## config.mk

```make
export PLATFORM = sky130hd
export DESIGN_NAME = hsv_commit_top
export DESIGN_NICKNAME = d
export VERILOG_FILES = /design/src/source/hsv_core_pkg.sv /design/src/source/hsv_isa_pkg.sv /design/src/source/hsv_alu_unit.sv /design/src/source/hsv_branch_unit.sv /design/src/source/hsv_commit_top.sv /design/src/source/hsv_core_commit.sv
export SDC_FILE = /design/constraint.sdc
export NUM_CORES = 2
export LEC_CHECK = 0
export BUFFER_PORTS_ARGS = -buffer_cell sky130_fd_sc_hd__buf_2
export CORE_ASPECT_RATIO = 0.8
export CORE_MARGIN = 2
export CORE_UTILIZATION = 47
export CTS_BUF_LIST = sky130_fd_sc_hd__clkbuf_8
export DETAILED_ROUTE_END_ITERATION = 8
export PLACE_DENSITY_LB_ADDON = 0.08
export SETUP_SLACK_MARGIN = 0.2
export SLEW_MARGIN = 0
export SYNTH_ARGS = -nofsm -noshare
export SYNTH_HDL_FRONTEND = slang
export SYNTH_SLANG_ARGS = --single-unit
```

## constraint.sdc

```tcl
create_clock -name clk_core -period 3.1 [get_ports clk_core]
set_input_delay 0.31 -clock clk_core [delete_from_list [all_inputs] [get_ports clk_core]]
set_output_delay 0.31 -clock clk_core [all_outputs]
set_load 0.1 [all_outputs]
```

## src/source/hsv_core_pkg.sv

```systemverilog
package hsv_core_pkg;

  typedef logic [31:0] word;
  typedef logic [4:0]  reg_addr;

  // Issue order tag, wraps
  typedef logic [2:0]  insn_token;

  // One bit per architectural register
  typedef logic [31:0] reg_mask;

  // What a lane offers to commit
  typedef struct packed {
    insn_token  token;
    reg_addr    rd_addr;
    word        result;
    logic       writeback;
    logic       jump;
    logic       trap;
    logic [4:0] trap_cause;
    word        trap_value;
    word        next_pc;
    reg_mask    rd_mask;
  } commit_data_t;

  // Entries per lane queue
  localparam int UNIT_DEPTH = 2;

endpackage

```

## src/source/hsv_isa_pkg.sv

```systemverilog
package hsv_isa_pkg;

  // Register-register arithmetic layout
  typedef struct packed {
    logic [6:0] funct7;
    logic [4:0] rs2;
    logic [4:0] rs1;
    logic [2:0] funct3;
    logic [4:0] rd;
    logic [6:0] opcode;
  } r_view_t;

  // Conditional branch layout, immediate scattered
  typedef struct packed {
    logic       imm12;
    logic [5:0] imm10_5;
    logic [4:0] rs2;
    logic [4:0] rs1;
    logic [2:0] funct3;
    logic [3:0] imm4_1;
    logic       imm11;
    logic [6:0] opcode;
  } b_view_t;

  typedef union packed {
    r_view_t r_view;
    b_view_t b_view;
  } insn_word_u;

  localparam logic [6:0] OPC_OP     = 7'b0110011;
  localparam logic [6:0] OPC_BRANCH = 7'b1100011;

  localparam logic [2:0] F3_ADD_SUB = 3'b000;
  localparam logic [2:0] F3_SLL     = 3'b001;
  localparam logic [2:0] F3_SLT     = 3'b010;
  localparam logic [2:0] F3_XOR     = 3'b100;
  localparam logic [2:0] F3_SRL     = 3'b101;
  localparam logic [2:0] F3_OR      = 3'b110;
  localparam logic [2:0] F3_AND     = 3'b111;

  localparam logic [6:0] F7_BASE = 7'b0000000;
  localparam logic [6:0] F7_ALT  = 7'b0100000;

  localparam logic [2:0] F3_BEQ = 3'b000;
  localparam logic [2:0] F3_BNE = 3'b001;
  localparam logic [2:0] F3_BLT = 3'b100;
  localparam logic [2:0] F3_BGE = 3'b101;

  localparam logic [4:0] CAUSE_MISALIGNED_FETCH = 5'd0;
  localparam logic [4:0] CAUSE_ILLEGAL_INSN     = 5'd2;

endpackage
```

## src/source/hsv_alu_unit.sv

```systemverilog
`timescale 1ns/1ps

module hsv_alu_unit
  import hsv_isa_pkg::*;
  import hsv_core_pkg::*;
(
  input  logic         clk_core,
  input  logic         rst_core_n,
  input  logic         issue_valid_i,
  input  insn_word_u   insn_i,
  input  word          pc_i,
  input  word          rs1_val_i,
  input  word          rs2_val_i,
  input  insn_token    token_i,
  input  logic         flush_i,
  input  logic         ready_i,
  output commit_data_t data_o,
  output logic         valid_o
);

  commit_data_t                    queue_q [UNIT_DEPTH];
  logic [$clog2(UNIT_DEPTH)-1:0]   wr_ptr_q;
  logic [$clog2(UNIT_DEPTH)-1:0]   rd_ptr_q;
  logic [$clog2(UNIT_DEPTH+1)-1:0] count_q;
  logic                            push;
  logic                            pop;
  logic                            illegal;
  word                             result;
  commit_data_t                    rec;

  assign push    = issue_valid_i & !flush_i & (insn_i.r_view.opcode == OPC_OP);
  assign valid_o = count_q != '0;
  assign pop     = valid_o & ready_i;
  assign data_o  = queue_q[rd_ptr_q];

  always_comb begin
    illegal = 1'b0;
    result  = '0;
    case (insn_i.r_view.funct3)
      F3_ADD_SUB: begin
        if (insn_i.r_view.funct7 == F7_BASE) result = rs1_val_i + rs2_val_i;
        else if (insn_i.r_view.funct7 == F7_ALT) result = rs1_val_i - rs2_val_i;
        else illegal = 1'b1;
      end
      F3_SLL: begin
        result  = rs1_val_i << rs2_val_i[4:0];
        illegal = insn_i.r_view.funct7 != F7_BASE;
      end
      F3_SLT: begin
        result  = {31'b0, $signed(rs1_val_i) < $signed(rs2_val_i)};
        illegal = insn_i.r_view.funct7 != F7_BASE;
      end
      F3_XOR: begin
        result  = rs1_val_i ^ rs2_val_i;
        illegal = insn_i.r_view.funct7 != F7_BASE;
      end
      F3_SRL: begin
        result  = rs1_val_i >> rs2_val_i[4:0];
        illegal = insn_i.r_view.funct7 != F7_BASE;
      end
      F3_OR: begin
        result  = rs1_val_i | rs2_val_i;
        illegal = insn_i.r_view.funct7 != F7_BASE;
      end
      F3_AND: begin
        result  = rs1_val_i & rs2_val_i;
        illegal = insn_i.r_view.funct7 != F7_BASE;
      end
      default: illegal = 1'b1;
    endcase
  end

  always_comb begin
    rec            = '0;
    rec.token      = token_i;
    rec.rd_addr    = insn_i.r_view.rd;
    rec.result     = result;
    rec.writeback  = insn_i.r_view.rd != '0;
    rec.trap       = illegal;
    rec.trap_cause = CAUSE_ILLEGAL_INSN;
    rec.trap_value = insn_i;
    rec.next_pc    = pc_i + 32'd4;
    rec.rd_mask    = reg_mask'(1) << insn_i.r_view.rd;
  end

  always_ff @(posedge clk_core or negedge rst_core_n) begin
    if (!rst_core_n) begin
      queue_q <= '{default: '0};
    end else if (push) begin
      queue_q[wr_ptr_q] <= rec;
    end
  end

  always_ff @(posedge clk_core or negedge rst_core_n) begin
    if (!rst_core_n) begin
      wr_ptr_q <= '0;
      rd_ptr_q <= '0;
      count_q  <= '0;
    end else if (flush_i) begin
      wr_ptr_q <= '0;
      rd_ptr_q <= '0;
      count_q  <= '0;
    end else begin
      if (push) wr_ptr_q <= wr_ptr_q + 1'b1;
      if (pop) rd_ptr_q <= rd_ptr_q + 1'b1;
      if (push & !pop) count_q <= count_q + 1'b1;
      else if (pop & !push) count_q <= count_q - 1'b1;
    end
  end

endmodule

```

## src/source/hsv_branch_unit.sv

```systemverilog
`timescale 1ns/1ps

module hsv_branch_unit
  import hsv_isa_pkg::*;
  import hsv_core_pkg::*;
(
  input  logic         clk_core,
  input  logic         rst_core_n,
  input  logic         issue_valid_i,
  input  insn_word_u   insn_i,
  input  word          pc_i,
  input  word          rs1_val_i,
  input  word          rs2_val_i,
  input  insn_token    token_i,
  input  logic         flush_i,
  input  logic         ready_i,
  output commit_data_t data_o,
  output logic         valid_o
);

  commit_data_t                    queue_q [UNIT_DEPTH];
  logic [$clog2(UNIT_DEPTH)-1:0]   wr_ptr_q;
  logic [$clog2(UNIT_DEPTH)-1:0]   rd_ptr_q;
  logic [$clog2(UNIT_DEPTH+1)-1:0] count_q;
  logic                            push;
  logic                            pop;
  logic                            taken;
  logic                            illegal;
  word                             offset;
  word                             target;
  commit_data_t                    rec;

  assign push    = issue_valid_i & !flush_i & (insn_i.b_view.opcode == OPC_BRANCH);
  assign valid_o = count_q != '0;
  assign pop     = valid_o & ready_i;
  assign data_o  = queue_q[rd_ptr_q];

  // Offset bits lie scattered over the word and bit 0 is always zero
  assign offset = {{19{insn_i.b_view.imm12}}, insn_i.b_view.imm12, insn_i.b_view.imm11,
                   insn_i.b_view.imm10_5, insn_i.b_view.imm4_1, 1'b0};
  assign target = pc_i + offset;

  always_comb begin
    illegal = 1'b0;
    case (insn_i.b_view.funct3)
      F3_BEQ: taken = rs1_val_i == rs2_val_i;
      F3_BNE: taken = rs1_val_i != rs2_val_i;
      F3_BLT: taken = $signed(rs1_val_i) < $signed(rs2_val_i);
      F3_BGE: taken = $signed(rs1_val_i) >= $signed(rs2_val_i);
      default: begin
        taken   = 1'b0;
        illegal = 1'b1;
      end
    endcase
  end

  always_comb begin
    rec         = '0;
    rec.token   = token_i;
    rec.jump    = taken;
    rec.next_pc = taken ? target : pc_i + 32'd4;
    if (illegal) begin
      rec.trap       = 1'b1;
      rec.trap_cause = CAUSE_ILLEGAL_INSN;
      rec.trap_value = insn_i;
    end else if (taken && target[1]) begin
      rec.trap       = 1'b1;
      rec.trap_cause = CAUSE_MISALIGNED_FETCH;
      rec.trap_value = target;
    end
  end

  always_ff @(posedge clk_core or negedge rst_core_n) begin
    if (!rst_core_n) begin
      queue_q <= '{default: '0};
    end else if (push) begin
      queue_q[wr_ptr_q] <= rec;
    end
  end

  always_ff @(posedge clk_core or negedge rst_core_n) begin
    if (!rst_core_n) begin
      wr_ptr_q <= '0;
      rd_ptr_q <= '0;
      count_q  <= '0;
    end else if (flush_i) begin
      wr_ptr_q <= '0;
      rd_ptr_q <= '0;
      count_q  <= '0;
    end else begin
      if (push) wr_ptr_q <= wr_ptr_q + 1'b1;
      if (pop) rd_ptr_q <= rd_ptr_q + 1'b1;
      if (push & !pop) count_q <= count_q + 1'b1;
      else if (pop & !push) count_q <= count_q - 1'b1;
    end
  end

endmodule

```

## src/source/hsv_commit_top.sv

```systemverilog
`timescale 1ns/1ps

module hsv_commit_top
  import hsv_isa_pkg::*;
  import hsv_core_pkg::*;
(
  input  logic       clk_core,
  input  logic       rst_core_n,
  input  logic       issue_valid_i,
  input  insn_word_u insn_i,
  input  word        pc_i,
  input  word        rs1_val_i,
  input  word        rs2_val_i,
  input  insn_token  token_i,
  input  logic       flush_req_i,
  input  logic       begin_irq_i,
  output logic       flush_ack_o,
  output logic       commit_o,
  output logic       flush_begin_o,
  output logic       trap_o,
  output logic [4:0] trap_cause_o,
  output word        trap_value_o,
  output word        next_pc_o,
  output reg_addr    wr_addr_o,
  output word        wr_data_o,
  output logic       wr_en_o,
  output reg_mask    commit_mask_o
);

  commit_data_t alu_data;
  logic         alu_valid;
  logic         alu_ready;
  commit_data_t branch_data;
  logic         branch_valid;
  logic         branch_ready;

  hsv_alu_unit u_alu (
    .clk_core      (clk_core),
    .rst_core_n    (rst_core_n),
    .issue_valid_i (issue_valid_i),
    .insn_i        (insn_i),
    .pc_i          (pc_i),
    .rs1_val_i     (rs1_val_i),
    .rs2_val_i     (rs2_val_i),
    .token_i       (token_i),
    .flush_i       (flush_req_i),
    .ready_i       (alu_ready),
    .data_o        (alu_data),
    .valid_o       (alu_valid)
  );

  hsv_branch_unit u_branch (
    .clk_core      (clk_core),
    .rst_core_n    (rst_core_n),
    .issue_valid_i (issue_valid_i),
    .insn_i        (insn_i),
    .pc_i          (pc_i),
    .rs1_val_i     (rs1_val_i),
    .rs2_val_i     (rs2_val_i),
    .token_i       (token_i),
    .flush_i       (flush_req_i),
    .ready_i       (branch_ready),
    .data_o        (branch_data),
    .valid_o       (branch_valid)
  );

  // Per-lane commit pulses have no consumer at this level
  hsv_core_commit u_commit (
    .clk_core        (clk_core),
    .rst_core_n      (rst_core_n),
    .flush_req_i     (flush_req_i),
    .flush_ack_o     (flush_ack_o),
    .alu_data_i      (alu_data),
    .alu_valid_i     (alu_valid),
    .branch_data_i   (branch_data),
    .branch_valid_i  (branch_valid),
    .alu_ready_o     (alu_ready),
    .branch_ready_o  (branch_ready),
    .alu_commit_o    (),
    .branch_commit_o (),
    .commit_o        (commit_o),
    .begin_irq_i     (begin_irq_i),
    .flush_begin_o   (flush_begin_o),
    .trap_o          (trap_o),
    .trap_cause_o    (trap_cause_o),
    .trap_value_o    (trap_value_o),
    .next_pc_o       (next_pc_o),
    .wr_addr_o       (wr_addr_o),
    .wr_data_o       (wr_data_o),
    .wr_en_o         (wr_en_o),
    .commit_mask_o   (commit_mask_o)
  );

endmodule

```

## src/source/hsv_core_commit.sv

```systemverilog
`timescale 1ns/1ps

module hsv_core_commit
  import hsv_core_pkg::*;
(
  input  logic         clk_core,
  input  logic         rst_core_n,

  input  logic         flush_req_i,
  output logic         flush_ack_o,

  input  commit_data_t alu_data_i,
  input  logic         alu_valid_i,
  input  commit_data_t branch_data_i,
  input  logic         branch_valid_i,
  output logic         alu_ready_o,
  output logic         branch_ready_o,

  output logic         alu_commit_o,
  output logic         branch_commit_o,
  output logic         commit_o,
  input  logic         begin_irq_i,

  output logic         flush_begin_o,
  output logic         trap_o,
  output logic [4:0]   trap_cause_o,
  output word          trap_value_o,
  output word          next_pc_o,

  output reg_addr      wr_addr_o,
  output word          wr_data_o,
  output logic         wr_en_o,

  output reg_mask      commit_mask_o
);

  insn_token    token_q;
  logic         alu_committable;
  logic         branch_committable;
  logic         token_enable;
  logic         token_clear;
  commit_data_t used_data;

  // A lane may hand over only the instruction whose turn it is
  assign alu_ready_o    = token_q == alu_data_i.token;
  assign branch_ready_o = token_q == branch_data_i.token;

  assign alu_committable    = alu_ready_o & alu_valid_i;
  assign branch_committable = branch_ready_o & branch_valid_i;

  assign alu_commit_o    = alu_committable & !alu_data_i.trap;
  assign branch_commit_o = branch_committable & !branch_data_i.trap;
  assign commit_o        = alu_commit_o | branch_commit_o;

  always_comb begin
    if (alu_committable) used_data = alu_data_i;
    else if (branch_committable) used_data = branch_data_i;
    else used_data = '0;
  end

  assign flush_begin_o = used_data.jump | used_data.trap;

  assign wr_addr_o     = used_data.rd_addr;
  assign wr_data_o     = used_data.result;
  assign wr_en_o       = used_data.writeback & !used_data.trap;
  assign commit_mask_o = used_data.trap ? '0 : used_data.rd_mask;

  // Trap leaves the token stuck until flush
  assign token_enable = commit_o & !begin_irq_i;
  assign token_clear  = flush_ack_o & !flush_req_i;

  always_ff @(posedge clk_core or negedge rst_core_n) begin
    if (!rst_core_n) begin
      token_q      <= '0;
      flush_ack_o  <= 1'b0;
      trap_o       <= 1'b0;
      trap_cause_o <= '0;
      trap_value_o <= '0;
      next_pc_o    <= '0;
    end else begin
      flush_ack_o <= flush_req_i;
      if (token_clear) token_q <= '0;
      else if (token_enable) token_q <= token_q + 1'b1;

      trap_o <= used_data.trap;
      if (used_data.trap) begin
        trap_cause_o <= used_data.trap_cause;
        trap_value_o <= used_data.trap_value;
      end

      if (commit_o) next_pc_o <= used_data.next_pc;
    end
  end

endmodule

```

==> metrics list <==
* Outcome: complete, but fails checks
- The checks that failed: setup timing.
* Grt total ovfl: 0
- Setup slack on the critical path of the routed design comes to -0.000821 ns.
- Post-route cell area: around 42000 sq um
* Area leader, netlist: dfrtp_1
- Area growth from synthesis to layout: 33.2%
* Footprint of the flip-flops and latches: 12200 sq um
* Via density: between 5 and 6
- Later-pin clock latency in the skew report: 0.72 ns
- Endpoint class of the critical path: primary output
- Dpl ws: -0.629 ns
- Setup violations remaining at the end of the flow were counted as 1.
- Clock Skews: 0.0626 ns
* Layout Nets: around 4700
- Minimum clock period: 3.10 ns
- Dpl cell area: 39200 sq um
* Post-layout instance count excluding filler cells: between 5000 and 6000
- Async SR Flop Fraction: 1.00
- Routed length per placed instance: 22.8 um
- TritonCTS built the clock tree.
- Most common cell after layout, fill and taps aside: nand2_1
* Number of detailed-routing iterations run before antenna repair: 8
- After detailed routing, the number of remaining DRC violations is 0.
- Number of enable-type register cells in the synthesized netlist: 0
- Commonest cells after routing, fill and taps aside: nand2_1, buf_4, dfrtp_1, o21ai_0, mux2i_1
* Static leakage: between 15 and 20 nW
- Global-route wire length before repair: between 150 and 200 mm
- The number of global-route vias before repair came to approximately 29000.
* Seq/Total Area, Yosys: 0.383
- The initial antenna violation count is 6.
- WS Path Type: register to primary output
* Floorplan Core Area: ~67000 sq um
- Once placement completed, the tool counted placed cells totaling a little over 5000.
- The startpoint identified for the worst register-to-register timing path is u_alu.rd_ptr_q$_DFFE_PN0P_.
- Largest net degree at the start of global routing: between 100 and 150
- Worst-case vdd ir drop: roughly 870 uV
* Floorplan row count: 85
- Timing would allow up to between 0.3 and 0.4 GHz.
- The cell count after synthesis came out at ~3700.
- In the final layout, the multi-input gates occupy approximately 19000 sq um.
- Final-report hold violation count: 0
* Worst Path Required: about 2.8 ns
- After synthesis, the cell types taking the most area are dfrtp_1, mux2i_1, nand2_1.
- In this run the critical register-to-register path is captured at u_commit.next_pc_o[24]$_DFFE_PN0N_.
- Root Buffer Master: clkbuf_8
- Number of warning messages in the yosys log: 0
- On the final layout, the worst hold slack is around 0.063 ns.
- The number of different library cells used by synthesis comes to a little under 90.
- In the finished design, the share of the clock period the worst path needs comes to 1.00.
- Total CTS buffers: 80
- Largest fanout on the critical path: 7
* Start point of the worst min-delay path: pc_i[15]
* CP arrival: about 2.8 ns
* Fraction of synthesized cell area taken by the top area cell type: 0.383
* Initial DRC count: roughly 3000
- In this run the worst hold path is classified as primary input to register.
- Actual slew at the worst max-slew pin: about 0.86 ns
* Number of top-level design ports: between 200 and 300
- In this run the remaining antenna-violating nets after routing total 0.
- In this run the mean area of a mapped cell was around 8.5 sq um.
- From left edge to right edge, the die measures 294 um.
- Depth of the worst register-to-register path: 9
- The most used flip-flop cell after synthesis is dfrtp_1.
- Overall routed net length: 122 mm
- For this design the ratio of total power to cell area is slightly below 500 nW/um^2.
* Overall global routing resource usage: 0.346
- Number of clock sinks: approximately 500
- Counting flops and latches in the post-synthesis netlist gives 486.
- Cell Area, Synth: between 30000 and 40000 sq um
- The path with the worst hold slack has its endpoint at u_alu.queue_q[47]$_DFFE_PN0P_.
- Number of filler instances in the final layout: a little under 6000
* Number of maximum-capacitance constraint violations: 0
- Total count of max-transition violations in the final report: 0
* Fraction of final layout cells with drive strength greater than 1: 0.275
* RSZ-0062 raised after global routing: yes
* Worst-case clock buffer depth: 3
- The worst pin sits at a relative slew slack of 0.425.
- Setup crit start kind: register
* Total die area: 69600 sq um
* Detailed placement HPWL: just over 90 mm
- For this configuration, the core starts out at a cell density of 0.473.
* Clock transition at the registers of the reported paths: 0.07 ns
* Min-Delay Path Depth: 3
- H-tree levels: 3
* IO Port Bufs: ~270
- Overall power consumption after layout is estimated at 20.6 mW.
* Global placement routability congestion: 1.00
* Floorplan die height: between 200 and 250 um
- Vias: between 30000 and 40000
* Slack of the worst reg-to-reg path: 0.37 ns
-- worst max-delay path, stage by stage, from the launching register on --
cell	delay, ns
dfrtp_4	0.55
mux2i_2	0.23
xor2_1	0.27
o2111ai_4	0.19
inv_2	0.14
nand2_8	0.13
buf_4	0.18
nand2_4	0.09
o21ai_2	0.09
buf_12	0.17
-- where the power goes --
group / leakage, nW / total, mW / internal, mW / switching, mW
Clock: 0.976 / 6.07 / 3.24 / 2.83
Combinational: 11.9 / 7.57 / 2.50 / 5.07
Sequential: 6.69 / 6.93 / 6.71 / 0.223
-- cell usage after synthesis (15+ instances only) --
| master | number |
|---|---|
| a211oi_1 | 31 |
| a21o_1 | 32 |
| a21oi_1 | 203 |
| a22o_1 | 35 |
| a31oi_1 | 15 |
| and2_1 | 16 |
| and3_1 | 15 |
| buf_1 | 38 |
| buf_4 | 42 |
| clkbuf_1 | 207 |
| dfrtp_1 | 486 |
| ha_1 | 129 |
| inv_1 | 104 |
| mux2_2 | 47 |
| mux2i_1 | 300 |
| nand2_1 | 763 |
| nand2b_1 | 39 |
| nand3_1 | 40 |
| nor2_1 | 275 |
| nor2b_1 | 17 |
| nor3_1 | 47 |
| o211ai_1 | 19 |
| o21a_1 | 47 |
| o21ai_0 | 359 |
| o21bai_1 | 15 |
| o221ai_1 | 43 |
| o22a_1 | 31 |
| o31ai_1 | 27 |
| xnor2_1 | 55 |
| xor2_1 | 40 |
-- registers in the layout, summed over array words and instances (netlist names), 2 cells and up --
| signal | cells |
|---|---|
| u_alu.queue_q | 268 |
| u_branch.queue_q | 140 |
| u_commit.next_pc_o | 32 |
| u_commit.trap_value_o | 32 |
| u_commit.token_q | 3 |
| u_alu.count_q | 2 |
| u_branch.count_q | 2 |
-- what timing repair did --
| item | in CTS | in global routing |
|---|---|---|
| pin swaps | 24 | 30 |
| cloned | 3 | 3 |
| endpoints found under the hold margin | 241 | 0 |
| resized for setup | 86 | 85 |
| setup endpoints to repair | 74 | 181 |
| buffers inserted | 6 | 6 |
| hold buffers | 26 | 0 |
-- final cells by class --
cell class | instances | area share
inverters | 109 | 0.00998
clock inverters | 41 | 0.00782
diodes | 4 | 0.000237
clock buffers | 101 | 0.0329
repair buffers | 906 | 0.185
well taps | 870 | 0.0258
flip-flops and latches | 486 | 0.288
multi-input cells | 2847 | 0.450
-- stage by stage --
step | setup TNS (ns) | util
finish | -0.000821 | 0.631
global route | -1.11 | 0.631
CTS | -0.348 | 0.622
detailed placement | -56.45 | 0.585
global placement | -50.34 | 0.585
floorplan | -3.99 | -
-- cells by family after synthesis --
group | share of synthesized area
multiplexers | 0.119
adder cells (fa/ha/maj) | 0.0528
XOR/XNOR | 0.0262
AND/OR/NAND/NOR | 0.169
buffers and inverters | 0.0545
AO/OA/AOI/OAI | 0.195
other | 0.000118
flip-flops | 0.383
-- how the worst max path moves through the flow --
| stage | from | slack, ns | cells after the start | endpoint |
|---|---|---|---|---|
| 5_1_grt | u_alu.rd_ptr_q$_DFFE_PN0P_ | -0.06 | 8 | commit_mask_o[10] |
| 2_1_floorplan | rs2_val_i[0] | -0.16 | 16 | u_branch.queue_q[226]$_DFFE_PN0P_ |
| 4_1_cts | u_alu.rd_ptr_q$_DFFE_PN0P_ | -0.03 | 8 | flush_begin_o |
| 6_report | u_alu.rd_ptr_q$_DFFE_PN0P_ | -0.0008 | 9 | flush_begin_o |
| 3_5_place_dp | rs2_val_i[4] | -0.63 | 17 | u_alu.queue_q[267]$_DFFE_PN0P_ |
| 3_3_place_gp | rs2_val_i[4] | -0.56 | 17 | u_alu.queue_q[267]$_DFFE_PN0P_ |
-- per-layer routing --
layer	vias to the layer above	GRT usage	wire, um
met5	-	0	101
met4	8	0.0886	3130
met3	170	0.0989	12400
met2	1307	0.477	49700
met1	14700	0.525	57100
li1	14500	-	-
Power figures use the tool's default switching activity.
